## config.mk

```make
export PLATFORM = sky130hd
export DESIGN_NAME = busDatapath
export DESIGN_NICKNAME = d
export VERILOG_FILES = /design/src/source/cpuPkg.sv /design/src/source/busDatapath.sv
export SDC_FILE = /design/constraint.sdc
export NUM_CORES = 1
export LEC_CHECK = 0
export ABC_AREA = 1
export BUFFER_PORTS_ARGS = -buffer_cell sky130_fd_sc_hd__buf_2
export CORE_MARGIN = 2
export CORE_UTILIZATION = 40
export DETAILED_ROUTE_END_ITERATION = 10
export PLACE_DENSITY_LB_ADDON = 0.15
export SKIP_CTS_REPAIR_TIMING = 1
export SYNTH_ARGS = -nofsm -noshare
export SYNTH_HDL_FRONTEND = slang
export SYNTH_SLANG_ARGS = --single-unit
```

## constraint.sdc

```tcl
create_clock -name clock -period 3 [get_ports clock]
set_input_delay 0.3 -clock clock [delete_from_list [all_inputs] [get_ports clock]]
set_output_delay 0.3 -clock clock [all_outputs]
set_load 0.05 [all_outputs]
```

## src/source/cpuPkg.sv

```systemverilog
package cpuPkg;

    localparam int wordWidth     = 32;
    localparam int regCount      = 16;
    localparam int memDepth      = 512;
    localparam int regIndexWidth = $clog2(regCount);
    localparam int memIndexWidth = $clog2(memDepth);
    localparam int apbAddrWidth  = 12;
    localparam int opcodeWidth   = 5;
    localparam int dispWidth     = 19;

    localparam int opcodeLsb = 27;      // Opcode in 31:27
    localparam int raLsb     = 23;      // Ra in 26:23
    localparam int rbLsb     = 19;      // Rb in 22:19, C below it

    typedef logic [wordWidth-1:0]     word_t;
    typedef logic [regIndexWidth-1:0] regIndex_t;
    typedef logic [memIndexWidth-1:0] memIndex_t;
    typedef logic [apbAddrWidth-1:0]  apbAddr_t;
    typedef logic [dispWidth-1:0]     disp_t;

    typedef enum logic [opcodeWidth-1:0] {
        opLd   = 5'd0,
        opLdi  = 5'd1,
        opHalt = 5'd31                  // Unknown opcodes also halt
    } opcode_t;

    typedef enum logic [3:0] {
        sIdle,
        sT0, sT1, sT2, sT3, sT4,
        sT5, sT6, sT7, sT8, sT9,
        sHalted
    } seqState_t;

    typedef struct packed {
        logic pcOut;
        logic zOut;
        logic mdrOut;
        logic cOut;
        logic baOut;                    // Register onto bus, R0 reads as zero
        logic marIn;
        logic mdrIn;
        logic irIn;
        logic yIn;
        logic zIn;
        logic pcIn;
        logic rIn;
        logic gra;
        logic grb;
        logic incPc;
        logic add;
        logic memRead;
    } controlWord_t;

    localparam apbAddr_t offCtrl    = 12'h000;
    localparam apbAddr_t offStartPc = 12'h004;
    localparam apbAddr_t offStatus  = 12'h008;
    localparam apbAddr_t offCount   = 12'h00C;
    localparam apbAddr_t offRegBase = 12'h040;  // Sixteen words
    localparam apbAddr_t offMemBase = 12'h800;  // 512 words up to the top of the map

endpackage

```

## src/source/busDatapath.sv

```systemverilog
`timescale 1ns/1ps

module busDatapath import cpuPkg::*; (
    input  logic         clock,
    input  logic         rst,
    input  controlWord_t ctrl,
    input  logic         startPulse,
    input  word_t        startPc,
    output word_t        busValue,
    output word_t        ir,
    output regIndex_t    regSelect,
    output memIndex_t    memAddr,
    input  word_t        memRdata,
    input  word_t        regRdata
);

    word_t     pc;
    memIndex_t mar;
    word_t     mdr;
    word_t     yReg;
    word_t     zReg;
    word_t     cExt;
    word_t     aluOut;

    assign cExt = {{(wordWidth - dispWidth){ir[dispWidth-1]}}, ir[dispWidth-1:0]};

    always_comb begin
        case (1'b1)
            ctrl.pcOut:  busValue = pc;
            ctrl.zOut:   busValue = zReg;
            ctrl.mdrOut: busValue = mdr;
            ctrl.cOut:   busValue = cExt;
            ctrl.baOut:  busValue = regRdata;
            default:     busValue = '0;      // Bus floats low
        endcase
    end

    always_comb begin
        if (ctrl.add) begin
            aluOut = yReg + busValue;
        end else if (ctrl.incPc) begin
            aluOut = pc + word_t'(1);
        end else begin
            aluOut = busValue;
        end
    end

    assign regSelect = ctrl.gra ? ir[raLsb +: regIndexWidth] :
                       ctrl.grb ? ir[rbLsb +: regIndexWidth] : '0;

    always_ff @(posedge clock) begin
        if (rst) begin
            pc <= '0;
            ir <= '0;
        end else begin
            if (startPulse) begin
                pc <= startPc;              // New run
            end else if (ctrl.pcIn) begin
                pc <= busValue;
            end
            if (ctrl.irIn) begin
                ir <= busValue;
            end
        end
    end

    always_ff @(posedge clock) begin
        if (ctrl.marIn) begin
            mar <= busValue[memIndexWidth-1:0];
        end
        if (ctrl.mdrIn) begin
            mdr <= memRdata;                // Read data from port A
        end
        if (ctrl.yIn) begin
            yReg <= busValue;
        end
        if (ctrl.zIn) begin
            zReg <= aluOut;
        end
    end

    assign memAddr = mar;

endmodule

```

==> impl_metrics.tcl <==
set metrics [dict create \
    yosysUniqueCellTypes 45 \
    grt_max_degree 55 \
    r2r-start "ir[18]" \
    crit_path_end "zReg[24]" \
    crit_path_start_kind "register" \
    power_density_mw_per_mm2 541 \
    clockBufferDepth 2 \
    start_util_pct 40.6 \
    ios 193 \
    yosysWarnings 0 \
    cp_data_required_time_ns 3.18 \
    drive_gt1_share_pct 21.4 \
    min_path_cells 1 \
    internal_power_uw 4710 \
    timing.fmax_ghz 0.358 \
    grt_pass1_wl_um 59500 \
    syn-cell-area_mm2 0.0110 \
    ant_nets 0 \
    ff2ff_setup_slack_ns 0.20 \
    die_w_um 169 \
    first_pass_iters 5 \
    p_clk_share_pct 31.8 \
    finalSetupViolCount 0 \
    grt_pass1_vias 10492 \
    report.power.total_uw 7350 \
    period_share_pct 93.2 \
    wl_per_cell_um 18.4 \
    gp_congestion 0.930 \
    worstMarginPinSlew_ns 0.884 \
    critPathMaxFanout 13 \
    synth-main-ff-cell "edfxtp_1" \
    drv_slew 0 \
    swShare_pct 35.9 \
    synth-edff-count 105 \
    setup-tns-final_ns 0 \
    cts_buffers 17 \
    antenna_cells 0 \
    worstPathArrival_ns 2.98 \
    layout_setup_ws_ns 0.204 \
    regToRegEndpoint "zReg[24]" \
    worstSkewPairLatency_ns 0.45 \
    drcViolationCount 0 \
    yosysSeqAreaShare_pct 40.5 \
    hold_start "memRdata[21]" \
    cts-root-buf "clkbuf_16" \
    ir_drop_v 0.000357 \
    fin_nets 1922 \
    area_growth_pct 24.0 \
    syn_avg_cell_area_um2 7.22 \
    coreArea_mm2 0.0270 \
    cellLeakagePower_uw 0.00658 \
    syn-num-nets 1668 \
    async_flop_share_pct 0 \
    grt_overflow 0 \
    worstSetupPathType "reg2reg" \
    vias 11207 \
    hold_violations 0 \
    seq_power_share_pct 38.4 \
    hp-class "in2reg" \
    post-dp-hpwl_um 30400 \
    mostFrequentLayoutCells "432 x nand2_1, 190 x buf_2, 186 x inv_1, 129 x nand3_1, 115 x a21oi_1" \
    rsz0062_at_grt "false" \
    viasPerCell 5.28 \
    skew_ns 0.0211 \
    clkTransAtPathRegs_ns 0.07 \
    htree_levels 4 \
    combPwrFrac_pct 29.8 \
    p_sw_uw 2640 \
    die_h_um 169 \
    drtIter0Drc 1217 \
    final_common_cell "nand2_1" \
    reg2regPathDepth 18 \
    clkSinkCount 169 \
    cts_tree "yes" \
    gr-usage-all-layers_pct 27.2 \
    wirelength_um 39000 \
    portBuffers 190 \
    rows 60 \
    crit_start "ir[18]" \
    max-slew-margin-rel_pct 41.1 \
    fillers 2694 \
    fp.dieArea_mm2 0.0287 \
    ys_seq_elements 169 \
    holdWs_ns 0.0334 \
    antenna_found_initial 0 \
    max_cap_violations 0 \
    endpoint_kind "register" \
    outcome "completed" \
    syn_inst 1516 \
    place_ws_ns -0.0308 \
    min_period_ns 2.80 \
]
## logic make-up after synthesis
kind of cell    count (synthesis)  share of synthesized area (%)
simple gates                  742                           29.1
buf+inv                       256                           9.45
compound gates                299                           15.7
flops                         169                           40.5
fa+ha+maj                      36                           4.18
xor+xnor                       14                           1.12
## critical path, stage by stage, from the launching register on
cell	delay, ns
dfxtp_1	0.31
inv_1	0.08
nand2_2	0.06
nand2_1	0.06
buf_4	0.16
o21ai_0	0.13
buf_4	0.17
o211ai_1	0.13
nand2_2	0.09
ha_1	0.40
nand2_1	0.13
nor2_1	0.24
nand2_1	0.10
nor2_1	0.11
nand2_1	0.09
nand3_1	0.10
nand2_1	0.05
nand3_1	0.06
nand2_1	0.06
## layout make-up
class                      instances  area (um2)  share of cell area [%]
clock buffer                      17         425                    3.13
clock inverter                    15         178                    1.31
inverter                         192         723                    5.32
multi-input combinational       1091        5540                    40.8
sequential                       169        4440                    32.6
tap                              341         427                    3.14
timing repair buffer             299        1860                    13.7
## through the flow
step,std cells,area [um2],util [%]
after floorplan,1516,11000,-
after global placement,2092,13000,48.1
after detailed placement,2092,13000,48.1
after CTS,2124,13600,50.3
after global routing,2124,13600,50.4
final,2124,13600,50.4
## synthesized netlist by cell type, types with 12 or more instances
cell / instances / area share (%)
a21oi_1: 118 / 5.4
a22oi_1: 31 / 2.1
buf_2: 15 / 0.69
clkbuf_1: 36 / 1.2
dfxtp_1: 64 / 12
edfxtp_1: 105 / 29
ha_1: 35 / 4.0
inv_1: 186 / 6.4
nand2_1: 440 / 15
nand3_1: 129 / 5.9
nand3b_1: 17 / 1.2
nor2_1: 108 / 3.7
o211ai_1: 26 / 1.8
o21ai_0: 92 / 4.2
o21ai_1: 12 / 0.55
## power groups by stage
stage | Sequential (uW) | Clock (uW) | Combinational, uW
finish | 2820 | 2340 | 2190
global placement | 2870 | 0 | 2130
detailed placement | 2870 | 0 | 2160
global route | 2840 | 2450 | 2400
CTS | 2820 | 2370 | 2170
floorplan | 2990 | 0 | 1200
## registers in the layout, indices dropped and copies added, names as in the netlist
register  cells
ir           32
mdr          32
memAddr       9
pc           32
yReg         32
zReg         32
## worst min-delay path by stage
stage               to  slack (ns)
2_1_floorplan   mdr[0]        0.40
3_3_place_gp    mdr[2]        0.48
3_5_place_dp   mdr[17]        0.48
4_1_cts         mdr[1]        0.01
5_1_grt         mdr[2]        0.02
6_report       mdr[21]        0.03
## per-layer routing
layer | GRT usage (%) | part of all wire, %
met1 | 41.1 | 48
met2 | 40.5 | 41
met3 | 4.06 | 8.9
met4 | 7.13 | 1.9
met5 | 0 | 0
No activity file was read; power rests on OpenSTA's default activity.
