--- src/source/cpuPkg.sv ---
package cpuPkg;

    localparam int wordWidth     = 32;
    localparam int regCount      = 16;
    localparam int memDepth      = 512;
    localparam int regIndexWidth = $clog2(regCount);
    localparam int memIndexWidth = $clog2(memDepth);
    localparam int apbAddrWidth  = 12;
    localparam int opcodeWidth   = 5;
    localparam int dispWidth     = 19;

    localparam int opcodeLsb = 27;      // Opcode in 31:27
    localparam int raLsb     = 23;      // Ra in 26:23
    localparam int rbLsb     = 19;      // Rb in 22:19, C below it

    typedef logic [wordWidth-1:0]     word_t;
    typedef logic [regIndexWidth-1:0] regIndex_t;
    typedef logic [memIndexWidth-1:0] memIndex_t;
    typedef logic [apbAddrWidth-1:0]  apbAddr_t;
    typedef logic [dispWidth-1:0]     disp_t;

    typedef enum logic [opcodeWidth-1:0] {
        opLd   = 5'd0,
        opLdi  = 5'd1,
        opHalt = 5'd31                  // Unknown opcodes also halt
    } opcode_t;

    typedef enum logic [3:0] {
        sIdle,
        sT0, sT1, sT2, sT3, sT4,
        sT5, sT6, sT7, sT8, sT9,
        sHalted
    } seqState_t;

    typedef struct packed {
        logic pcOut;
        logic zOut;
        logic mdrOut;
        logic cOut;
        logic baOut;                    // Register onto bus, R0 reads as zero
        logic marIn;
        logic mdrIn;
        logic irIn;
        logic yIn;
        logic zIn;
        logic pcIn;
        logic rIn;
        logic gra;
        logic grb;
        logic incPc;
        logic add;
        logic memRead;
    } controlWord_t;

    localparam apbAddr_t offCtrl    = 12'h000;
    localparam apbAddr_t offStartPc = 12'h004;
    localparam apbAddr_t offStatus  = 12'h008;
    localparam apbAddr_t offCount   = 12'h00C;
    localparam apbAddr_t offRegBase = 12'h040;  // Sixteen words
    localparam apbAddr_t offMemBase = 12'h800;  // 512 words up to the top of the map

endpackage

--- src/source/apbControlRegs.sv ---
`timescale 1ns/1ps

module apbControlRegs import cpuPkg::*; (
    input  logic      clock,
    input  logic      rst,
    input  logic      psel,
    input  logic      penable,
    input  logic      pwrite,
    input  apbAddr_t  paddr,
    input  word_t     pwdata,
    output word_t     prdata,
    output logic      pready,
    output logic      pslverr,
    output logic      startPulse,
    output word_t     startPc,
    input  logic      running,
    input  logic      halted,
    input  word_t     instrCount,
    output regIndex_t peekIndex,
    input  word_t     peekData,
    output memIndex_t memAddr,
    output logic      memWrite,
    output word_t     memWdata,
    input  word_t     memRdata
);

    logic  hitCtrl;
    logic  hitStartPc;
    logic  hitStatus;
    logic  hitCount;
    logic  hitReg;
    logic  hitMem;
    logic  accessPhase;
    logic  waitDone;                        // Memory read wait state spent
    logic  accessErr;
    logic  accept;
    word_t readData;

    assign hitCtrl    = paddr == offCtrl;
    assign hitStartPc = paddr == offStartPc;
    assign hitStatus  = paddr == offStatus;
    assign hitCount   = paddr == offCount;
    assign hitReg     = paddr[1:0] == 2'b00 && paddr >= offRegBase
                        && paddr < offRegBase + apbAddr_t'(4 * regCount);
    assign hitMem     = paddr[1:0] == 2'b00 && paddr >= offMemBase;

    assign peekIndex = paddr[2 +: regIndexWidth];
    assign memAddr   = paddr[2 +: memIndexWidth];
    assign memWdata  = pwdata;

    assign accessPhase = psel && penable;
    assign pready      = !(accessPhase && hitMem && !pwrite && !waitDone);

    assign accessErr = (pwrite && (hitStatus || hitCount || hitReg))
                       || ((hitReg || hitMem) && running)
                       || !(hitCtrl || hitStartPc || hitStatus || hitCount || hitReg || hitMem);

    assign pslverr  = accessPhase && pready && accessErr;
    assign accept   = accessPhase && pready && !accessErr;
    assign memWrite = accept && pwrite && hitMem;

    always_comb begin
        readData = '0;
        case (1'b1)
            hitStartPc: readData = startPc;
            hitStatus:  readData = word_t'({halted, running});
            hitCount:   readData = instrCount;
            hitReg:     readData = peekData;
            hitMem:     readData = memRdata;
            default:    readData = '0;      // Control reads as zero
        endcase
    end

    always_ff @(posedge clock) begin
        if (rst) begin
            startPulse <= 1'b0;
            startPc    <= '0;
            waitDone   <= 1'b0;
            prdata     <= '0;
        end else begin
            startPulse <= accept && pwrite && hitCtrl && pwdata[0] && !running;
            waitDone   <= accessPhase && !pready;
            if (accept && pwrite && hitStartPc) begin
                startPc <= pwdata;
            end
            // Capture in setup, or in the wait state for memory reads
            if (psel && !pwrite && (!penable || !pready)) begin
                prdata <= readData;
            end
        end
    end

endmodule

--- config.mk ---
export PLATFORM = sky130hd
export DESIGN_NAME = apbControlRegs
export DESIGN_NICKNAME = d
export VERILOG_FILES = /design/src/source/cpuPkg.sv /design/src/source/apbControlRegs.sv
export SDC_FILE = /design/constraint.sdc
export NUM_CORES = 1
export LEC_CHECK = 0
export BUFFER_PORTS_ARGS = -buffer_cell sky130_fd_sc_hd__buf_2
export CORE_ASPECT_RATIO = 2
export CORE_MARGIN = 5
export CORE_UTILIZATION = 44
export CTS_BUF_LIST = sky130_fd_sc_hd__clkbuf_8
export DETAILED_ROUTE_END_ITERATION = 6
export PLACE_DENSITY = 0.83
export SYNTH_ARGS = -nofsm -noshare
export SYNTH_HDL_FRONTEND = slang
export SYNTH_SLANG_ARGS = --single-unit
--- constraint.sdc ---
create_clock -name clock -period 1.9 [get_ports clock]
set_input_delay 0.095 -clock clock [delete_from_list [all_inputs] [get_ports clock]]
set_output_delay 0.095 -clock clock [all_outputs]
set_load 0.1 [all_outputs]
==> flow_summary_export.csv <==
group,metric,value,unit
layout,nets,809,
placed_design,detailed_place_hpwl,11.9,mm
clock_tree,cts_setup_buffers,0,
placed_design,post-place-ws,99.9,ps
worst_setup_path,r2r_start,"waitDone$_SDFF_PP0_",
layout,layout_common_cells,"buf_2, dfxtp_1, nor2_1",
run_status,status,"finished, final reports clean",
die,die_height,146,um
power_and_ir_drop,p_sw_share,39.2,%
worst_setup_path,path_cells,"or4b_1 > a21o_2 > buf_12 > a221oi_2 > a211oi_1",
power_and_ir_drop,p_per_area,703,nW/um^2
clock_tree,clk_pin_slew,80,ps
power_and_ir_drop,internal-power,2.35,mW
grt,globalRouteTotalUtil,26.1,%
grt,grt_pass1_vias,4803,
power_and_ir_drop,seqPwrFrac,37.2,%
placed_design,dpl_cell_area,5270,sq um
placed_design,routabilityCongestion,0.872,
power_and_ir_drop,p_clk_share,31.0,%
detailed_routing,dr.first_iter.drc_count,210,
layout,final_cells,769,
layout,drive_above_1_share,54.6,%
clock_tree,cts_resized,0,
grt,antenna_found_initial,0,
detailed_routing,drt-wirelength-per-cell,20.1,um
worst_setup_path,start_kind,"flop",
worst_setup_path,reg2reg_slack,80,ps
hold_path,hold_path_depth,3,
timing,rsz0062_at_grt,"false",
synthesis,synth_ff_type,"dfxtp_1",
timing,min_period,1820,ps
hold_path,worstHoldEndpoint,"startPc[28]$_SDFFE_PP0P_",
detailed_routing,ant_nets,0,
detailed_routing,first_pass_iters,4,
synthesis,postSynthCellCount,460,
timing,maxSlewHeadroom,39.2,%
layout,syn2layout_area_growth,35.0,%
power_and_ir_drop,peakVddDrop,0.428,mV
synthesis,async_flop_share,0,%
timing,hold_violations,0,
worst_setup_path,slowest_delay,510,ps
worst_setup_path,rr_worst_depth,5,
placed_design,io_buffers,259,
hold_path,worstHoldStart,"pwdata[28]",
worst_setup_path,cp_slowest_cell,"or4b_1",
hold_path,min_path_type,"in2reg",
clock_tree,cts_made_buffers,9,
layout,final_util,60.9,%
run,drv_cap,0,
power_and_ir_drop,p_leak,2.49,nW
timing,finalCritPeriodShare,95.8,%
detailed_routing,drc,0,
detailed_routing,routed_via_density,5.89,
timing,worst_slew_pin_slew,912,ps
layout,layout_commonest_cell,"buf_2",
grt,grt_max_degree,34,
clock_tree,hold_buffers,2,
timing,setup_slack,79.9,ps
die,io_pins,260,
layout,finalInstanceArea,5490,sq um
clock_tree,clockBufferDepth,2,
clock_tree,clock_latency,340,ps
synthesis,ys_ff_latch,66,
worst_setup_path,cp.required,2120,ps
grt,overflow,0,
worst_setup_path,r2r-end,"prdata[15]$_SDFFE_PP0P_",
die,dieArea,11400,sq um
worst_setup_path,crit_path_max_fanout,27,
synthesis,ys_warn_count,0,
synthesis,yosysSeqAreaShare,32.5,%
die,die_x,78.0,um
worst_setup_path,crit_path_end_kind,"flop",
detailed_routing,vias,4533,
detailed_routing,routed_wl,15.5,mm
power_and_ir_drop,power.switching,1.51,mW
grt,grt_first_pass_wirelength,24.3,mm
die,row_count,49,
clock_tree,cts.sinks,66,
worst_setup_path,crit_type,"reg2reg",
synthesis,synth_area,4060,sq um
die,initial_core_util,45.1,%
timing,max_clock_freq,0.549,GHz
synthesis,synth_edf_count,0,
timing,clock_skew,13.0,ps
clock_tree,clk_root_buffer_cell,"clkbuf_8",
synthesis,ys_types,35,
synthesis,syn_avg_cell_area,8.83,sq um
timing,slew_violations,0,
power_and_ir_drop,p_comb_share,31.9,%
timing,setup_viol,0,
clock_tree,cts_tree,"done",
synthesis,synth_nets,607,
layout,antennaDiodeCount,0,
timing,hold_ws,14.7,ps
clock_tree,htree_levels,3,
die,core-area,9010,sq um
worst_setup_path,worst_ep_arrival_time,2040,ps
placed_design,dp.cells,751,
[registers in the layout, indices dropped and copies added, names as in the netlist]
register and flops:
prdata 32, startPc 32, startPulse 1, waitDone 1
[synth_stat cells, types with 2 or more instances]
cell type,instances,area share (%)
and4_1,2,0.43
a221oi_2,30,11
and3_1,4,0.62
a32oi_1,2,0.43
a21oi_1,32,3.9
a211oi_1,30,5.5
o21ai_0,2,0.25
a31oi_1,2,0.31
nand3_1,4,0.49
o31a_1,2,0.43
clkbuf_1,30,2.8
buf_4,48,8.9
o32ai_1,2,0.43
buf_2,15,1.8
dfxtp_1,66,33
nand2b_1,4,0.62
o22ai_1,2,0.31
nand2_1,32,3.0
nor4_1,2,0.31
nor2_1,39,3.6
nand4_1,34,5.2
mux2_2,30,8.3
o31ai_1,32,5.9
inv_1,2,0.18
a211o_1,2,0.43
[worst max path at each step]
stage / from / slack (ps) / end / cells past startpoint
floorplan: paddr[0] / -50 / waitDone$_SDFF_PP0_ / 4
global route: waitDone$_SDFF_PP0_ / 20 / prdata[10]$_SDFFE_PP0P_ / 5
CTS: waitDone$_SDFF_PP0_ / 100 / prdata[11]$_SDFFE_PP0P_ / 5
detailed placement: waitDone$_SDFF_PP0_ / 100 / prdata[15]$_SDFFE_PP0P_ / 5
finish: waitDone$_SDFF_PP0_ / 80 / prdata[15]$_SDFFE_PP0P_ / 5
global placement: paddr[1] / 160 / prdata[28]$_SDFFE_PP0P_ / 6
[cell type report]
type | count | area, sq um
tap | 102 | 128
clock inverter | 6 | 58.8
sequential | 66 | 1320
inverter | 2 | 7.51
multi-input combinational | 299 | 2220
clock buffer | 10 | 138
fill | 802 | 3530
timing repair buffer | 284 | 1620
[metal layers]
layer  wire (um)  vias up  track usage [%]
met4         520        0             12.6
met3        1070       43             5.02
met2        8020      228             45.7
met1        5850     2140             29.7
li1            -     2122                -
met5           0        -                0
[cell families after synthesis]
group           count (synthesis)  share of synthesized area, %
mux                            30                          8.31
buf+inv                        95                          13.7
flops                          66                          32.5
simple gates                  127                          15.6
compound gates                142                          29.9
[power groups by stage]
stage	Clock (mW)	Sequential (mW)	Combinational, mW
3_5_place_dp	0	1.47	1.22
5_1_grt	1.27	1.44	1.28
6_report	1.20	1.43	1.23
3_3_place_gp	0	1.46	1.21
4_1_cts	1.22	1.43	1.23
2_1_floorplan	0	1.71	0.690
[per-stage QoR]
stage	setup TNS, ps	total power [mW]
after floorplan	-81.6	2.40
after global routing	0	3.99
final	0	3.86
after detailed placement	0	2.69
after global placement	0	2.67
after CTS	0	3.88
[critical path, delay by kind of cell (launching register included)]
kind	cells	cell delay (ps)
AOI/OAI and AO/OA	3	650
and+or+nand+nor	1	510
DFF	1	320
buffers and inverters	1	200
Note: power is estimated with default switching activity, not from simulation.
