`config.mk`:
```
export PLATFORM = sky130hd
export DESIGN_NAME = controlSequencer
export DESIGN_NICKNAME = d
export VERILOG_FILES = /design/src/source/cpuPkg.sv /design/src/source/controlSequencer.sv
export SDC_FILE = /design/constraint.sdc
export NUM_CORES = 1
export LEC_CHECK = 0
export ABC_CLOCK_PERIOD_IN_PS = 2400
export BUFFER_PORTS_ARGS = -buffer_cell sky130_fd_sc_hd__buf_2
export CAP_MARGIN = 20
export CORE_ASPECT_RATIO = 1.25
export CORE_MARGIN = 3
export CORE_UTILIZATION = 29
export CTS_BUF_LIST = sky130_fd_sc_hd__clkbuf_4 sky130_fd_sc_hd__clkbuf_8
export DETAILED_ROUTE_END_ITERATION = 8
export PLACE_DENSITY = 0.58
export REMOVE_ABC_BUFFERS = 1
export SLEW_MARGIN = 20
export SYNTH_ARGS = -nofsm -noshare
export SYNTH_HDL_FRONTEND = slang
export SYNTH_SLANG_ARGS = --single-unit
```
`constraint.sdc`:
```
create_clock -name clock -period 2.4 [get_ports clock]
set_input_delay 0 -clock clock [delete_from_list [all_inputs] [get_ports clock]]
set_output_delay 0 -clock clock [all_outputs]
set_load 0.005 [all_outputs]
```
`src/source/cpuPkg.sv`:
```
package cpuPkg;

    localparam int wordWidth     = 32;
    localparam int regCount      = 16;
    localparam int memDepth      = 512;
    localparam int regIndexWidth = $clog2(regCount);
    localparam int memIndexWidth = $clog2(memDepth);
    localparam int apbAddrWidth  = 12;
    localparam int opcodeWidth   = 5;
    localparam int dispWidth     = 19;

    localparam int opcodeLsb = 27;      // Opcode in 31:27
    localparam int raLsb     = 23;      // Ra in 26:23
    localparam int rbLsb     = 19;      // Rb in 22:19, C below it

    typedef logic [wordWidth-1:0]     word_t;
    typedef logic [regIndexWidth-1:0] regIndex_t;
    typedef logic [memIndexWidth-1:0] memIndex_t;
    typedef logic [apbAddrWidth-1:0]  apbAddr_t;
    typedef logic [dispWidth-1:0]     disp_t;

    typedef enum logic [opcodeWidth-1:0] {
        opLd   = 5'd0,
        opLdi  = 5'd1,
        opHalt = 5'd31                  // Unknown opcodes also halt
    } opcode_t;

    typedef enum logic [3:0] {
        sIdle,
        sT0, sT1, sT2, sT3, sT4,
        sT5, sT6, sT7, sT8, sT9,
        sHalted
    } seqState_t;

    typedef struct packed {
        logic pcOut;
        logic zOut;
        logic mdrOut;
        logic cOut;
        logic baOut;                    // Register onto bus, R0 reads as zero
        logic marIn;
        logic mdrIn;
        logic irIn;
        logic yIn;
        logic zIn;
        logic pcIn;
        logic rIn;
        logic gra;
        logic grb;
        logic incPc;
        logic add;
        logic memRead;
    } controlWord_t;

    localparam apbAddr_t offCtrl    = 12'h000;
    localparam apbAddr_t offStartPc = 12'h004;
    localparam apbAddr_t offStatus  = 12'h008;
    localparam apbAddr_t offCount   = 12'h00C;
    localparam apbAddr_t offRegBase = 12'h040;  // Sixteen words
    localparam apbAddr_t offMemBase = 12'h800;  // 512 words up to the top of the map

endpackage

```
`src/source/controlSequencer.sv`:
```
`timescale 1ns/1ps

module controlSequencer import cpuPkg::*; (
    input  logic         clock,
    input  logic         rst,
    input  logic         startPulse,
    input  word_t        ir,
    output controlWord_t ctrl,
    output logic         running,
    output logic         halted,
    output word_t        instrCount
);

    seqState_t state;
    seqState_t nextState;
    opcode_t   opcode;
    logic      isLoad;
    logic      instrDone;

    assign opcode    = opcode_t'(ir[opcodeLsb +: opcodeWidth]);
    assign isLoad    = (opcode == opLd) || (opcode == opLdi);
    assign instrDone = (state == sT6 && opcode == opLdi) || state == sT9;

    always_comb begin
        nextState = state;
        case (state)
            sIdle, sHalted: nextState = startPulse ? sT0 : state;
            sT0:     nextState = sT1;
            sT1:     nextState = sT2;
            sT2:     nextState = sT3;
            sT3:     nextState = sT4;
            sT4:     nextState = isLoad ? sT5 : sHalted;   // Decode
            sT5:     nextState = sT6;
            sT6:     nextState = (opcode == opLdi) ? sT0 : sT7;
            sT7:     nextState = sT8;
            sT8:     nextState = sT9;
            sT9:     nextState = sT0;
            default: nextState = sIdle;
        endcase
    end

    always_ff @(posedge clock) begin
        if (rst) begin
            state <= sIdle;
        end else begin
            state <= nextState;
        end
    end

    always_comb begin
        ctrl = '0;
        case (state)
            sT0: begin                      // MAR gets PC, Z gets PC plus one
                ctrl.pcOut = 1'b1;
                ctrl.marIn = 1'b1;
                ctrl.incPc = 1'b1;
                ctrl.zIn   = 1'b1;
            end
            sT1: begin
                ctrl.zOut    = 1'b1;
                ctrl.pcIn    = 1'b1;
                ctrl.memRead = 1'b1;
            end
            sT2: ctrl.mdrIn = 1'b1;
            sT3: begin
                ctrl.mdrOut = 1'b1;
                ctrl.irIn   = 1'b1;
            end
            sT4: begin                      // Base from Rb
                ctrl.grb   = 1'b1;
                ctrl.baOut = 1'b1;
                ctrl.yIn   = 1'b1;
            end
            sT5: begin
                ctrl.cOut = 1'b1;
                ctrl.add  = 1'b1;
                ctrl.zIn  = 1'b1;
            end
            sT6: begin
                ctrl.zOut = 1'b1;
                if (opcode == opLdi) begin
                    ctrl.gra = 1'b1;
                    ctrl.rIn = 1'b1;
                end else begin
                    ctrl.marIn = 1'b1;      // Effective address
                end
            end
            sT7: ctrl.memRead = 1'b1;
            sT8: ctrl.mdrIn = 1'b1;
            sT9: begin
                ctrl.mdrOut = 1'b1;
                ctrl.gra    = 1'b1;
                ctrl.rIn    = 1'b1;
            end
            default: ctrl = '0;
        endcase
    end

    always_ff @(posedge clock) begin
        if (rst || startPulse) begin
            instrCount <= '0;
        end else if (instrDone) begin
            instrCount <= instrCount + word_t'(1);
        end
    end

    always_ff @(posedge clock) begin
        if (rst || startPulse) begin
            halted <= 1'b0;
        end else if (state == sT4 && !isLoad) begin
            halted <= 1'b1;                 // Halt decoded
        end
    end

    assign running = state != sIdle && state != sHalted;

endmodule

```
==> results of run 1 <==
==> logic make-up (layout without fill, tap and decap cells) <==
| group | count (synthesis) | count (layout) | synth area share |
|---|---|---|---|
| AND/OR/NAND/NOR | 119 | 119 | 0.3327 |
| AO/OA/AOI/OAI | 49 | 49 | 0.1554 |
| flip-flops | 37 | 37 | 0.3608 |
| buffers and inverters | 28 | 84 | 0.06703 |
| XOR/XNOR | 16 | 16 | 0.06825 |
| multiplexers | 2 | 2 | 0.009751 |
| adder cells (fa/ha/maj) | 1 | 1 | 0.006093 |
==> placed cells by master (no fill, tap or decap), types with 2 or more instances in the layout <==
cell | synthesis | routed
a31oi_1 | 2 | 2
inv_1 | 6 | 6
or2_2 | 4 | 4
nor2b_1 | 2 | 2
o31ai_1 | 13 | 13
xor2_1 | 2 | 2
buf_2 | 2 | 58
and4_1 | 2 | 2
a21oi_1 | 22 | 22
and3_1 | 2 | 2
nand4_1 | 6 | 6
nor2_1 | 27 | 27
o21ai_0 | 4 | 4
or4_1 | 14 | 14
and4_4 | 2 | 2
nand3_1 | 10 | 10
or3_1 | 3 | 3
nand2_1 | 19 | 19
dfxtp_1 | 37 | 37
nor4_1 | 6 | 6
buf_4 | 6 | 11
mux2i_1 | 2 | 2
nand2b_1 | 2 | 2
nor3_1 | 11 | 11
xnor2_1 | 14 | 14
nor3b_1 | 2 | 2
clkbuf_8 | 0 | 7
==> cells in the mapped netlist (10+ instances only) <==
cell	n	share of area
dfxtp_1	37	0.36
nor2_1	27	0.049
a21oi_1	22	0.054
nand2_1	19	0.035
or4_1	14	0.051
xnor2_1	14	0.060
o31ai_1	13	0.048
clkbuf_1	12	0.022
nor3_1	11	0.027
nand3_1	10	0.024
==> layer usage <==
metal,global-route usage,up-vias,wire [um]
li1,-,1025,-
met1,0.1594,954,2283
met2,0.2277,50,2538
met3,0.02962,7,294
met4,0.05072,0,96
met5,0,-,0
==> worst register-to-register path, cell delays in order, from the launching register on <==
cell and delay, ns:
dfxtp_1 0.48, and4_4 0.30, nand4_2 0.13, or3_4 0.50
or4_1 0.54, a21oi_1 0.15
==> power breakdown <==
group / leakage (nW) / internal [mW] / switching, mW
clock: 0.0542 / 0.259 / 0.215
combinational: 0.658 / 0.0600 / 0.0813
sequential: 0.298 / 0.620 / 0.00425
==> metrics by stage <==
step | std cells | utilization
global route | 395 | 0.3761
floorplan | 230 | -
finish | 395 | 0.3761
global placement | 386 | 0.3595
CTS | 395 | 0.3761
detailed placement | 386 | 0.3595
==> flip-flops by register name (all words and copies together), names as in the netlist <==
register / cells
halted: 1
instrCount: 32
state: 4
==> cell type report <==
cell class / count / area [sq um] / area share
flip-flops and latches: 37 / 740.7 / 0.2926
clock inverters: 1 / 5.005 / 0.001977
repair buffers: 70 / 382.9 / 0.1513
well taps: 87 / 108.9 / 0.04301
clock buffers: 7 / 96.34 / 0.03806
inverters: 6 / 22.52 / 0.008898
multi-input cells: 187 / 1175 / 0.4642
==> worst paths after layout <==
path                            slack, ns  depth (start not counted)        endpoint           from
worst max-delay path                 0.24                          5  instrCount[30]  instrCount[9]
worst min register to register       0.46                          2          halted         halted
worst min-delay path                 0.06                          3  instrCount[14]     startPulse
worst max register to register       0.24                          5  instrCount[30]  instrCount[9]
==> metrics, run 1 <==
run status completed; number of synthesized register bits 37; worst slew pin tran 0.6168 ns; peak fanout along the critical path 20; routed wire length 5.212 mm; number of DRC markers in iteration 0 84; Synth cell types 45; WHS 0.06086 ns; critical path arrival 2.38 ns; PD cells 489.5 nW/um^2; Worst Hold Class input pin to flip-flop; Crit-path slowest cell or4_1; Crit. End Element flip-flop; clk sinks 37; initial antenna violation count 0; WL/cell 13.19 um; hold buffer count at CTS 1; total clock buffers created by CTS 5; TritonCTS clock tree done; EDFF count, synth 0; FILL cells 719; HPWL after detailed placement 3.789 mm; critical path type flip-flop to flip-flop; sequential share of the synthesized area 0.3608; CTS root buf clkbuf_8; dpl ws 0.2496 ns; nets@finish 343; Final Hold Vio Count 0; CP max stage delay 0.54 ns; critical path cell sequence and4_4 -> nand4_2 -> or3_4 -> or4_1 -> a21oi_1; Placeable Area 6730 sq um; first-pass GRT wire length 8.680 mm; final worst slack 0.2360 ns; syn_area_per_cell 8.148 sq um; largest net degree at the start of global routing 32; Initial Utilization 0.3051; Placed Area 2420 sq um; Antenna diodes 0; die area 8132 sq um; Crit path buffers/inverters 0; CP Launch Type flip-flop; RSZ-0062 raised after global routing no; Final period util 0.9017; Routed Antenna Nets 0; layout cells sized above 1 0.2890; Clk Latency, worst-skew pair 0.29 ns; Tmin final 2.164 ns; Slew Limit Fails 0; post_cts resized 0; Fmax achieved 0.4621 GHz; final instance area 2531 sq um; DRT Pass-1 Iters 4; max_cap viols 0; Worst-path clk slew 0.07 ns; Overall Global Routing Usage 0.1330; depth of the CTS H-tree 2; setup_tns 0 ns; row cnt 33; GR Overflow Total 0; Slew HR 0.5888; Final Total Pwr 1.239 mW; Async SR Flop Fraction 0; Syn Inst Count 252; ys flop type dfxtp_1; Peak VDD IR 0.0002075 V; DRC 0; synthesized area 2053 sq um; cell family with most CP delay simple AND/OR/NAND/NOR gates; die height 100.1 um; Via density 5.154; # port buffers 58; Via Count 2036; final setup violation count 0; worst endpoint required time 2.62 ns; number of global-route vias before repair 1880; Die W 81.26 um; postcts setup bufs 0; Clock Skews 0.008951 ns; Max clock buf depth 2; Final GP Congestion 0.7186; Yosys Warn Count 0; # IOs 86; Leak 1.010 nW; synth-to-layout area growth 23.28%
Power figures use the tool's default switching activity.
==> run 2, diff against run 1 <==
CORE_ASPECT_RATIO = 0.6   (was 1.25)
==> run 2 against run 1 <==
Critical path depth unchanged. Via count increased by 0.15%. Core utilization decreased by 0.070 points. First-iteration DRC count increased by 63%. Flip-flop and latch count unchanged. Global-route usage increased by 0.61 points. Clock power decreased by 5.7%. Register-to-register slack improved by 0.06 ns. Worst hold slack got worse by 0.019 ns.
==> metrics, run 2 (synthesis gave the netlist of run 1 again) <==
final setup violation count 0 (unchanged); Tmin final 2.106 ns (-0.05758 ns); Worst setup endpoint instrCount[28]; gr busiest metal met1; largest register by flop count instrCount; hold path startpoint startPulse; run status completed; Final Hold Vio Count 0 (unchanged); TritonCTS clock tree done; critical path cell sequence and4_4 -> nand4_4 -> or3_4 -> or4_1 -> a21oi_1; Overall Global Routing Usage 0.1391 (+0.006132); critical path type flip-flop to flip-flop; PD cells 478.3 nW/um^2 (-2.3%); Cells after DPL 389 (+0.78%); CTS root buf clkbuf_8; R2R cell count 5 (unchanged); # port buffers 58 (unchanged); Crit. End Element flip-flop; WHS 0.04182 ns (-0.01904 ns); Final period util 0.8777 (-0.02399); peak fanout along the critical path 20 (unchanged); die height 71.18 um (-29%); RR Startpoint instrCount[4]; final instance area 2539 sq um (+0.30%); Placeable Area 6763 sq um (+0.48%); first-pass GRT wire length 9.218 mm (+6.2%); Gate power share 0.114 (about the same); critical path arrival 2.33 ns (-0.05 ns); Sw Pwr 321.9 uW (+7.3%); Slew HR 0.5756 (-0.01320); max FFs per register 32 (unchanged); commonest non-fill, non-tap cells in the layout 58 x buf_2, 37 x dfxtp_1, 27 x nor2_1; Fmax achieved 0.4747 GHz (+2.7%); fin cells 398 (+0.76%); Power Internal 892.4 uW (-5.0%); HPWL after detailed placement 4.066 mm (+7.3%); most common cell after layout, fill and taps aside buf_2; hold buffer count at CTS 1 (unchanged); setup_tns 0 ns (unchanged); Routed Antenna Nets 0 (unchanged); GR Overflow Total 0 (unchanged); Die W 114.6 um (+41%); Clock Skews 0.003914 ns (-0.005037 ns); DRT Pass-1 Iters 4 (unchanged); Placed Area 2442 sq um (+0.93%); clk sinks 37 (unchanged); depth of the CTS H-tree 2 (unchanged); max_cap viols 0 (unchanged); synth-to-layout area growth 23.64%; Worst Hold Class input pin to flip-flop; FF-to-FF End instrCount[28]; Reg power frac 0.518 (+0.015); Crit-path slowest cell or3_4; largest net degree at the start of global routing 32 (unchanged); number of global-route vias before repair 1827 (-2.8%); Sw Share 0.2651 (+0.02291); Antenna diodes 0 (unchanged); row cnt 23 (-30%); Leak 1.018 nW (+0.78%); Crit path buffers/inverters 0 (unchanged); Final GP Congestion 0.7986 (+11%); die area 8159 sq um (+0.33%); routed wire length 5.443 mm (+4.4%); top flop regs instrCount x32, state x4, halted x1; # IOs 86 (unchanged); initial antenna violation count 0 (unchanged); Worst Setup SP instrCount[4]; worst endpoint required time 2.62 ns (about the same); layout cells sized above 1 0.2958 (+0.006859); GR Util met2 0.1831 (-0.04462); Crit. path cell count 5 (unchanged); Max clock buf depth 2 (unchanged); postcts setup bufs 0 (unchanged); post_cts resized 0 (unchanged); Worst-path clk slew 0.08 ns (about the same); DRC 0 (unchanged); Reg2Reg Setup Slack 0.29 ns (+0.06 ns); Via Count 2039 (+0.15%); Clk Latency, worst-skew pair 0.29 ns (about the same); cell family with most CP delay simple AND/OR/NAND/NOR gates; total clock buffers created by CTS 5 (unchanged); RSZ-0062 raised after global routing no; clock share of power 0.368 (-0.015); Slew Limit Fails 0 (unchanged); number of DRC markers in iteration 0 137 (+63%); CP Launch Type flip-flop; CP max stage delay 0.53 ns (about the same); Via density 5.123 (-0.61%); GR Util met3 0.04103 (+0.01140); nets@finish 346 (+0.87%); WL/cell 13.68 um (+3.6%); worst slew pin tran 0.6366 ns (+0.01980 ns); Peak VDD IR 0.0002045 V (-1.4%); Initial Utilization 0.3036 (-0.001468); M1 GR Usage 0.2226 (+0.06321)
[run 2: cell count changes in the layout (fill, tap and decap cells not counted)]
cell and change:
buf_4 +3, clkbuf_8 -2, clkbuf_4 +1, clkinv_2 +1
[run 2: worst min path at each step]
stage | endpoint | cells after the start
after floorplan | state[0] | 1
after global placement | state[3] | 2
after detailed placement | state[0] | 2
after CTS | instrCount[14] | 3
after global routing | instrCount[14] | 3
final | instrCount[14] | 3
[run 2: layout make-up]
type                            instances  area [sq um]
Tap cell                               87         108.9
Fill cell                             688          4224
Clock buffer                            6         76.32
Inverter                                6         22.52
Multi-Input combinational cell        187          1175
Sequential cell                        37         740.7
Clock inverter                          2         10.01
Timing Repair Buffer                   73         405.4
[run 2: power by group through the flow]
| stage | combinational, mW | sequential (mW) | clock (mW) |
|---|---|---|---|
| 2_1_floorplan | 0.0649 | 0.652 | 0 |
| 3_3_place_gp | 0.136 | 0.643 | 0 |
| 3_5_place_dp | 0.138 | 0.643 | 0 |
| 4_1_cts | 0.140 | 0.628 | 0.461 |
| 5_1_grt | 0.156 | 0.630 | 0.483 |
| 6_report | 0.139 | 0.629 | 0.447 |
[run 2: per-layer routing]
| metal | up-vias | part of all wire |
|---|---|---|
| li1 | 1028 | - |
| met1 | 949 | 0.53 |
| met2 | 60 | 0.39 |
| met3 | 2 | 0.073 |
| met4 | 0 | 0.0015 |
| met5 | - | 0 |
[run 2: worst reg2reg max path, delay by kind of cell (launching register included)]
| kind | cells | cell delay (ns) |
|---|---|---|
| AND/OR/NAND/NOR | 4 | 1.51 |
| flip-flops | 1 | 0.39 |
| AO/OA/AOI/OAI | 1 | 0.14 |
[run 2: stage by stage]
| step | worst slack, ns | power [mW] | util |
|---|---|---|---|
| 6_report | 0.2936 | 1.214 | 0.3754 |
| 5_1_grt | 0.1254 | 1.269 | 0.3754 |
| 4_1_cts | 0.2897 | 1.229 | 0.3754 |
| 3_5_place_dp | 0.3078 | 0.7811 | 0.3611 |
| 3_3_place_gp | 0.3234 | 0.7792 | 0.3611 |
| 2_1_floorplan | 0.2264 | 0.7165 | - |
