[src/source/cpuPkg.sv]
package cpuPkg;

    localparam int wordWidth     = 32;
    localparam int regCount      = 16;
    localparam int memDepth      = 512;
    localparam int regIndexWidth = $clog2(regCount);
    localparam int memIndexWidth = $clog2(memDepth);
    localparam int apbAddrWidth  = 12;
    localparam int opcodeWidth   = 5;
    localparam int dispWidth     = 19;

    localparam int opcodeLsb = 27;      // Opcode in 31:27
    localparam int raLsb     = 23;      // Ra in 26:23
    localparam int rbLsb     = 19;      // Rb in 22:19, C below it

    typedef logic [wordWidth-1:0]     word_t;
    typedef logic [regIndexWidth-1:0] regIndex_t;
    typedef logic [memIndexWidth-1:0] memIndex_t;
    typedef logic [apbAddrWidth-1:0]  apbAddr_t;
    typedef logic [dispWidth-1:0]     disp_t;

    typedef enum logic [opcodeWidth-1:0] {
        opLd   = 5'd0,
        opLdi  = 5'd1,
        opHalt = 5'd31                  // Unknown opcodes also halt
    } opcode_t;

    typedef enum logic [3:0] {
        sIdle,
        sT0, sT1, sT2, sT3, sT4,
        sT5, sT6, sT7, sT8, sT9,
        sHalted
    } seqState_t;

    typedef struct packed {
        logic pcOut;
        logic zOut;
        logic mdrOut;
        logic cOut;
        logic baOut;                    // Register onto bus, R0 reads as zero
        logic marIn;
        logic mdrIn;
        logic irIn;
        logic yIn;
        logic zIn;
        logic pcIn;
        logic rIn;
        logic gra;
        logic grb;
        logic incPc;
        logic add;
        logic memRead;
    } controlWord_t;

    localparam apbAddr_t offCtrl    = 12'h000;
    localparam apbAddr_t offStartPc = 12'h004;
    localparam apbAddr_t offStatus  = 12'h008;
    localparam apbAddr_t offCount   = 12'h00C;
    localparam apbAddr_t offRegBase = 12'h040;  // Sixteen words
    localparam apbAddr_t offMemBase = 12'h800;  // 512 words up to the top of the map

endpackage

[src/source/registerFile.sv]
`timescale 1ns/1ps

module registerFile import cpuPkg::*; (
    input  logic      clock,
    input  logic      rst,
    input  regIndex_t sel,
    input  logic      baOut,
    input  logic      rIn,
    input  word_t     wdata,
    output word_t     rdata,
    input  regIndex_t peekIndex,
    output word_t     peekData
);

    word_t regs [regCount];

    always_ff @(posedge clock) begin
        if (rst) begin
            for (int i = 0; i < regCount; i++) begin
                regs[i] <= '0;
            end
        end else if (rIn) begin
            regs[sel] <= wdata;
        end
    end

    // Base address reads of R0 give zero
    assign rdata = (baOut && sel == '0) ? '0 : regs[sel];

    assign peekData = regs[peekIndex];      // APB readback

endmodule

[config.mk]
export PLATFORM = sky130hd
export DESIGN_NAME = registerFile
export DESIGN_NICKNAME = d
export VERILOG_FILES = /design/src/source/cpuPkg.sv /design/src/source/registerFile.sv
export SDC_FILE = /design/constraint.sdc
export NUM_CORES = 1
export LEC_CHECK = 0
export BUFFER_PORTS_ARGS = -buffer_cell sky130_fd_sc_hd__buf_2
export CAP_MARGIN = 20
export CORE_MARGIN = 2
export CORE_UTILIZATION = 63
export CTS_CLUSTER_SIZE = 8
export DETAILED_ROUTE_END_ITERATION = 7
export PLACE_DENSITY = 0.81
export REMOVE_ABC_BUFFERS = 1
export SLEW_MARGIN = 15
export SYNTH_ARGS = -nofsm -noshare
export SYNTH_HDL_FRONTEND = slang
export SYNTH_SLANG_ARGS = --single-unit
[constraint.sdc]
create_clock -name clock -period 2.5 [get_ports clock]
set_clock_uncertainty 0.15 [all_clocks]
set_input_delay 0.375 -clock clock [delete_from_list [all_inputs] [get_ports clock]]
set_output_delay 0.375 -clock clock [all_outputs]
set_load 0.005 [all_outputs]
==> flow_results.xml, run 1 <==
<?xml version="1.0" encoding="UTF-8"?>
<metrics>
  <group name="setup_path">
    <metric name="critPathKind" unit="">reg2out</metric>
    <metric name="timing.critical_path.max_delay_family" unit="">multiplexers</metric>
    <metric name="timing.critical_path.to_type" unit="">output pin</metric>
    <metric name="timing.critical_path.from_type" unit="">flip-flop</metric>
    <metric name="critPathBufInv" unit="">1</metric>
    <metric name="worst_path_max_delay_cell" unit="">sky130_fd_sc_hd__mux4_2</metric>
    <metric name="max_stage_delay" unit="ps">550</metric>
    <metric name="required_time_reported_for_the_critical_path_endpoint" unit="ps">1980</metric>
    <metric name="worstPathCellList" unit="">mux4_2 &gt; a32oi_4 &gt; o31ai_2 &gt; buf_2</metric>
    <metric name="arrival" unit="ps">2120</metric>
    <metric name="timing.critical_path.fanout_max" unit="">2</metric>
  </group>
  <group name="finish">
    <metric name="largest_register_ffs" unit="">512</metric>
    <metric name="n_fill_cell" unit="">2352</metric>
    <metric name="synthToLayoutAreaGrowth" unit="%">17.5</metric>
    <metric name="finalInstanceArea" unit="um2">31700</metric>
    <metric name="multi_input_comb_area" unit="um2">11200</metric>
    <metric name="top_regs" unit="">regs x512</metric>
    <metric name="most_flops_register" unit="">regs</metric>
    <metric name="ratio_of_cells_with_drive_above_1_in_the_final_layout" unit="%">31.5</metric>
    <metric name="nNetsFinal" unit="">1995</metric>
    <metric name="final_cell_count_no_fill" unit="">2497</metric>
    <metric name="area.sequential" unit="um2">15400</metric>
  </group>
  <group name="outcome">
    <metric name="status" unit="">complete, but fails checks</metric>
    <metric name="failed_checks" unit="">negative setup slack</metric>
  </group>
  <group name="timing">
    <metric name="report.final.setup_viol" unit="">14</metric>
    <metric name="finalWorstPathRequiredPeriod" unit="ps">2640</metric>
    <metric name="final_max_slew_viol_count" unit="">0</metric>
    <metric name="maxClockFrequency" unit="MHz">378</metric>
    <metric name="postLayoutSetupSlackWorst" unit="ps">-144</metric>
    <metric name="setup_repair_after_global_routing_missed_its_margin" unit="">true</metric>
    <metric name="final_count_of_hold_timing_violations" unit="">0</metric>
    <metric name="slew-limit-headroom" unit="%">58.5</metric>
    <metric name="worst_margin_pin_slew" unit="ps">623</metric>
    <metric name="post-route-period-util" unit="%">106</metric>
  </group>
  <group name="global_route">
    <metric name="global_route_wire_length_before_repair" unit="mm">119</metric>
    <metric name="grt_use_total" unit="%">37.6</metric>
    <metric name="grt_max_degree" unit="">34</metric>
    <metric name="antenna_found_initial" unit="">4</metric>
    <metric name="number_of_global_route_vias_before_repair" unit="">19100</metric>
    <metric name="grt_remaining_overflow" unit="">0</metric>
  </group>
  <group name="routing">
    <metric name="post_drt_wl_per_cell" unit="um">32.5</metric>
    <metric name="drt_first_pass_iters" unit="">8</metric>
    <metric name="ant_nets" unit="">0</metric>
    <metric name="wl" unit="mm">81.2</metric>
    <metric name="vias" unit="">18200</metric>
    <metric name="vias_per_cell" unit="">7.29</metric>
    <metric name="drt-initial-drc-count" unit="">2646</metric>
    <metric name="drc" unit="">0</metric>
  </group>
  <group name="synth">
    <metric name="dominantRegCellSynth" unit="">sky130_fd_sc_hd__edfxtp_1</metric>
    <metric name="yosys.area.top_type_share" unit="%">57.0</metric>
    <metric name="synthesized_instance_count" unit="">1804</metric>
    <metric name="synth.yosys.seq_area_share" unit="%">57.0</metric>
    <metric name="synth_edf_count" unit="">512</metric>
    <metric name="syn_area" unit="um2">27000</metric>
    <metric name="ys_types" unit="">27</metric>
    <metric name="post_synth.cell_area_avg" unit="um2">14.9</metric>
    <metric name="asyncSetResetFlopFracSynth" unit="%">0</metric>
    <metric name="synthDominantAreaCellType" unit="">sky130_fd_sc_hd__edfxtp_1</metric>
    <metric name="yosys_warnings" unit="">0</metric>
    <metric name="yosys_register_bits" unit="">512</metric>
    <metric name="synth_top_cells_by_count" unit="">514 x sky130_fd_sc_hd__and2_1, 512 x sky130_fd_sc_hd__edfxtp_1, 192 x sky130_fd_sc_hd__mux4_2</metric>
    <metric name="netlist_top_cells_area" unit="">sky130_fd_sc_hd__edfxtp_1 57%, sky130_fd_sc_hd__mux4_2 16%, sky130_fd_sc_hd__and2_1 12%</metric>
    <metric name="yosysMostFrequentCell" unit="">sky130_fd_sc_hd__and2_1</metric>
  </group>
  <group name="power">
    <metric name="vdd_ir_drop_max" unit="uV">629</metric>
    <metric name="power_consumption" unit="uW">21600</metric>
    <metric name="p_leak" unit="uW">0.0116</metric>
    <metric name="cellPowerDensity" unit="nW/um2">682</metric>
  </group>
  <group name="clock_network">
    <metric name="ctsHoldBuffers" unit="">0</metric>
    <metric name="cts_made_buffers" unit="">73</metric>
    <metric name="h-tree-depth" unit="">3</metric>
    <metric name="tritoncts_clock_tree" unit="">done</metric>
    <metric name="clock_sink_count" unit="">512</metric>
    <metric name="root_buffer" unit="">sky130_fd_sc_hd__clkbuf_16</metric>
    <metric name="clk_transition_reported_paths" unit="ps">50</metric>
    <metric name="cts_max_path_buffers" unit="">3</metric>
  </group>
  <group name="placement">
    <metric name="portBuffers" unit="">107</metric>
    <metric name="place.gp.congestion" unit="">0.891</metric>
    <metric name="placed_cells" unit="">2409</metric>
    <metric name="place_hpwl" unit="mm">48.9</metric>
    <metric name="placed_cell_area" unit="um2">29300</metric>
  </group>
  <group name="die">
    <metric name="die-area" unit="um2">44500</metric>
    <metric name="fp.dieH" unit="um">211</metric>
    <metric name="floorplan.core_area" unit="um2">42100</metric>
    <metric name="floorplan.initialDensity" unit="%">64.0</metric>
    <metric name="i_o_pin_cnt" unit="">108</metric>
    <metric name="rows" unit="">75</metric>
    <metric name="die_w" unit="um">211</metric>
  </group>
  <group name="hold_path">
    <metric name="hold_class" unit="">in2reg</metric>
  </group>
  <group name="flow_run">
    <metric name="max-cap-violations" unit="">0</metric>
  </group>
</metrics>
==> placed cells by master (no fill, tap or decap), types with 29 or more instances in the layout <==
cell type                   netlist  routed
sky130_fd_sc_hd__and2_1         514     512
sky130_fd_sc_hd__edfxtp_1       512     512
sky130_fd_sc_hd__mux4_2         192     192
sky130_fd_sc_hd__mux2i_1        128     128
sky130_fd_sc_hd__buf_2           45     102
sky130_fd_sc_hd__buf_4            4      91
sky130_fd_sc_hd__clkbuf_16        0      76
sky130_fd_sc_hd__a22o_1          64      64
sky130_fd_sc_hd__buf_12           0      55
sky130_fd_sc_hd__a22oi_1         64      40
sky130_fd_sc_hd__o31ai_1         32      30
sky130_fd_sc_hd__nand2_1         33      29
==> cell type report <==
| type | count | area share [%] |
|---|---|---|
| sequential | 512 | 48.6 |
| multi-input combinational | 1106 | 35.5 |
| timing repair buffer | 257 | 7.79 |
| clock buffer | 75 | 5.93 |
| tap | 539 | 2.13 |
| clock inverter | 3 | 0.0830 |
| antenna | 4 | 0.0316 |
| inverter | 1 | 0.0119 |
==> report_power, final <==
| group | switching, uW | internal, uW |
|---|---|---|
| clock | 3430 | 5240 |
| sequential | 268 | 9970 |
| combinational | 1440 | 1260 |
| total | 5140 | 16500 |
==> logic make-up after synthesis <==
logic type | share of synthesized area (%)
muxes | 20.8
DFF | 57.0
AOI/OAI and AO/OA | 5.79
and+or+nand+nor | 13.5
buffers and inverters | 2.88
==> final timing paths <==
| path | start | end | slack (ps) | depth (start not counted) |
|---|---|---|---|---|
| hold / removal | wdata[18] | regs[11][18] | 100 | 2 |
| setup / recovery | regs[3][26] | rdata[26] | -140 | 4 |
==> metrics by stage <==
| stage | util [%] | hold slack [ps] | setup WS, ps | TNS, ps |
|---|---|---|---|---|
| 2_1_floorplan | - | 423 | -387 | -25920 |
| 3_3_place_gp | 69.6 | 672 | -91.1 | -963 |
| 3_5_place_dp | 69.6 | 676 | -111 | -1230 |
| 4_1_cts | 74.8 | 82.6 | -132 | -585 |
| 5_1_grt | 75.1 | 122 | -157 | -1460 |
| 6_report | 75.1 | 102 | -144 | -632 |
==> metal layers <==
metal	global-route usage (%)	wire, um	vias up
li1	-	-	7239
met1	46.9	26600	9085
met2	60.6	39700	1555
met3	9.13	10400	323
met4	21.8	4420	0
met5	0	0	-
==> repair_timing <==
action                     in CTS  in global routing
setup buffers                   7                  0
pin swaps                      16                 20
setup endpoints to repair      36                 47
resized for setup              20                 32
gates cloned                    1                  0
Note: power is estimated with default switching activity, not from simulation.
==> run 2, diff against run 1 <==
Settings changed: ABC_CLOCK_PERIOD_IN_PS set to 2500, CORE_UTILIZATION 63 to 65, CTS_BUF_LIST set to sky130_fd_sc_hd__clkbuf_8, PLACE_DENSITY 0.81 to 0.83.
==> run 2 against run 1 <==
Maximum frequency shrank 1.7%. Worst hold slack lost 67 ps. Highest routed layer unchanged. Power shrank 8.9%. Non-clock buffer count shrank 11. Wire length grew 2.8%. Setup slack lost 45 ps. Critical endpoint is now peekData[2]. Sequential share of layout area grew 0.38 points. Sequential cell count is the same. The run still ends with negative setup slack left. Utilization grew 1.6 points. First-iteration DRC count grew 9.3%. Count of clock-buffer cells in the layout grew 11.
==> flow_results.xml, run 2 (synthesis results as in run 1) <==
<?xml version="1.0" encoding="UTF-8"?>
<metrics>
  <group name="outcome">
    <metric name="status" unit="">complete, but fails checks</metric>
    <metric name="failed_checks" unit="">negative setup slack</metric>
  </group>
  <group name="power">
    <metric name="p_sw" unit="uW">5160</metric>
    <metric name="p_leak" unit="uW">0.0115</metric>
    <metric name="cellPowerDensity" unit="nW/um2">627</metric>
    <metric name="pwr-share-seq" unit="%">51.9</metric>
    <metric name="pwr-share-comb" unit="%">14.3</metric>
    <metric name="power.clock.fraction" unit="%">33.8</metric>
    <metric name="power_switching_share" unit="%">26.2</metric>
    <metric name="power_consumption" unit="uW">19700</metric>
    <metric name="vdd_ir_drop_max" unit="uV">541</metric>
    <metric name="internal_power" unit="uW">14500</metric>
  </group>
  <group name="global_route">
    <metric name="grt_use_total" unit="%">38.8</metric>
    <metric name="grt_max_degree" unit="">53</metric>
    <metric name="antenna_found_initial" unit="">7</metric>
    <metric name="global_route_wire_length_before_repair" unit="mm">121</metric>
    <metric name="grt_remaining_overflow" unit="">0</metric>
    <metric name="number_of_global_route_vias_before_repair" unit="">19200</metric>
  </group>
  <group name="timing">
    <metric name="final_max_slew_viol_count" unit="">0</metric>
    <metric name="worst_margin_pin_slew" unit="ps">899</metric>
    <metric name="setup_repair_after_global_routing_missed_its_margin" unit="">true</metric>
    <metric name="postLayoutSetupSlackWorst" unit="ps">-189</metric>
    <metric name="post-route-period-util" unit="%">108</metric>
    <metric name="maxClockFrequency" unit="MHz">372</metric>
    <metric name="report.final.setup_viol" unit="">40</metric>
    <metric name="finalWorstPathRequiredPeriod" unit="ps">2690</metric>
    <metric name="setup_tns" unit="ps">-2420</metric>
    <metric name="final_count_of_hold_timing_violations" unit="">0</metric>
    <metric name="slew-limit-headroom" unit="%">39.9</metric>
  </group>
  <group name="routing">
    <metric name="drc" unit="">0</metric>
    <metric name="ant_nets" unit="">0</metric>
    <metric name="drt_first_pass_iters" unit="">8</metric>
    <metric name="vias_per_cell" unit="">7.26</metric>
    <metric name="wl" unit="mm">83.5</metric>
    <metric name="vias" unit="">18500</metric>
    <metric name="drt-initial-drc-count" unit="">2891</metric>
    <metric name="post_drt_wl_per_cell" unit="um">32.7</metric>
  </group>
  <group name="setup_path">
    <metric name="critPathKind" unit="">reg2out</metric>
    <metric name="timing.critical_path.to_type" unit="">output pin</metric>
    <metric name="required_time_reported_for_the_critical_path_endpoint" unit="ps">1980</metric>
    <metric name="timing.critical_path.fanout_max" unit="">2</metric>
    <metric name="timing.critical_path.from_type" unit="">flip-flop</metric>
    <metric name="arrival" unit="ps">2160</metric>
  </group>
  <group name="finish">
    <metric name="most-common-layout-cells" unit="">512 x sky130_fd_sc_hd__and2_1, 512 x sky130_fd_sc_hd__edfxtp_1, 192 x sky130_fd_sc_hd__mux4_2, 128 x sky130_fd_sc_hd__mux2i_1, 102 x sky130_fd_sc_hd__buf_2</metric>
    <metric name="synthToLayoutAreaGrowth" unit="%">16.5</metric>
    <metric name="nNetsFinal" unit="">1997</metric>
    <metric name="n_fill_cell" unit="">2242</metric>
    <metric name="top_regs" unit="">regs x512</metric>
    <metric name="largest_register_ffs" unit="">512</metric>
    <metric name="ratio_of_cells_with_drive_above_1_in_the_final_layout" unit="%">33.4</metric>
    <metric name="most_flops_register" unit="">regs</metric>
  </group>
  <group name="die">
    <metric name="die-area" unit="um2">43100</metric>
    <metric name="i_o_pin_cnt" unit="">108</metric>
    <metric name="floorplan.initialDensity" unit="%">65.9</metric>
    <metric name="fp.dieH" unit="um">208</metric>
    <metric name="die_w" unit="um">208</metric>
    <metric name="floorplan.core_area" unit="um2">40900</metric>
    <metric name="rows" unit="">74</metric>
  </group>
  <group name="placement">
    <metric name="portBuffers" unit="">107</metric>
    <metric name="place.gp.congestion" unit="">0.888</metric>
    <metric name="place_hpwl" unit="mm">48.9</metric>
  </group>
  <group name="clock_network">
    <metric name="root_buffer" unit="">sky130_fd_sc_hd__clkbuf_8</metric>
    <metric name="h-tree-depth" unit="">3</metric>
    <metric name="clk_transition_reported_paths" unit="ps">70</metric>
    <metric name="clock_sink_count" unit="">512</metric>
    <metric name="tritoncts_clock_tree" unit="">done</metric>
    <metric name="cts_made_buffers" unit="">84</metric>
    <metric name="cts_max_path_buffers" unit="">3</metric>
  </group>
  <group name="hold_path">
    <metric name="hold_class" unit="">in2reg</metric>
  </group>
  <group name="flow_run">
    <metric name="max-cap-violations" unit="">0</metric>
  </group>
</metrics>
==> run 2: cell types whose count changed in the layout (fill, tap and decap cells not counted), moves of 4 or more <==
cell,change
sky130_fd_sc_hd__a22oi_2,+25
sky130_fd_sc_hd__clkbuf_16,-76
sky130_fd_sc_hd__clkinvlp_4,+4
sky130_fd_sc_hd__o31ai_1,-15
sky130_fd_sc_hd__inv_1,+35
sky130_fd_sc_hd__a32oi_2,+12
sky130_fd_sc_hd__a32oi_1,-11
sky130_fd_sc_hd__o31ai_2,+15
sky130_fd_sc_hd__a22oi_1,-25
sky130_fd_sc_hd__clkinv_1,+21
sky130_fd_sc_hd__clkbuf_8,+87
sky130_fd_sc_hd__buf_4,-11
==> run 2: per-stage QoR <==
stage | utilization, % | hold WS [ps] | instances | setup slack, ps | area, um2
floorplan | - | 423 | 1619 | -387 | 26200
global placement | 71.5 | 669 | 2394 | -232 | 29200
detailed placement | 71.6 | 684 | 2396 | -272 | 29300
CTS | 76.1 | 7.61 | 2549 | -131 | 31200
global route | 76.8 | 37.7 | 2550 | -210 | 31400
finish | 76.8 | 35.3 | 2552 | -189 | 31400
==> run 2: layout make-up <==
cell class,count,area (um2),area share [%]
tap,532,666,2.12
antenna,2,5.00,0.0159
clock inverter,65,293,0.932
clock buffer,86,1180,3.77
sequential,512,15400,48.9
multi-input combinational,1108,11500,36.7
inverter,1,3.75,0.0119
timing repair buffer,246,2360,7.53
==> run 2: path summary, 6_finish.rpt <==
check                       from            to  cells past startpoint
worst max-delay path  regs[3][2]   peekData[2]                      5
worst min-delay path   wdata[31]  regs[12][31]                      2
==> run 2: worst max-delay path, cell delays in order (launching register included) <==
cell	delay, ps
sky130_fd_sc_hd__edfxtp_1	390
sky130_fd_sc_hd__buf_4	150
sky130_fd_sc_hd__mux4_2	470
sky130_fd_sc_hd__a22oi_2	210
sky130_fd_sc_hd__nand2_2	130
sky130_fd_sc_hd__buf_2	160
==> run 2: per-layer routing <==
| metal | global-route usage [%] | vias to the layer above | part of all wire, % |
|---|---|---|---|
| met2 | 59.2 | 1738 | 46 |
| li1 | - | 7287 | - |
| met3 | 10.7 | 358 | 15 |
| met1 | 51.2 | 9142 | 33 |
| met5 | 0 | - | 0 |
| met4 | 21.5 | 0 | 5.7 |
==> run 2: what timing repair did <==
action / CTS / global route
pin swaps: 44 / 52
setup endpoints to repair: 59 / 64
gates resized for setup: 59 / 49
hold buffers: 0 / 0
buffers inserted: 2 / 1
gates cloned: 3 / 0
==> run 2: power groups by stage <==
stage / registers [uW] / logic, uW / clock network (uW)
6_report: 10200 / 2810 / 6660
5_1_grt: 10300 / 2900 / 7010
3_3_place_gp: 10300 / 2490 / 0
4_1_cts: 10200 / 2660 / 6660
2_1_floorplan: 10300 / 1240 / 0
3_5_place_dp: 10400 / 2550 / 0
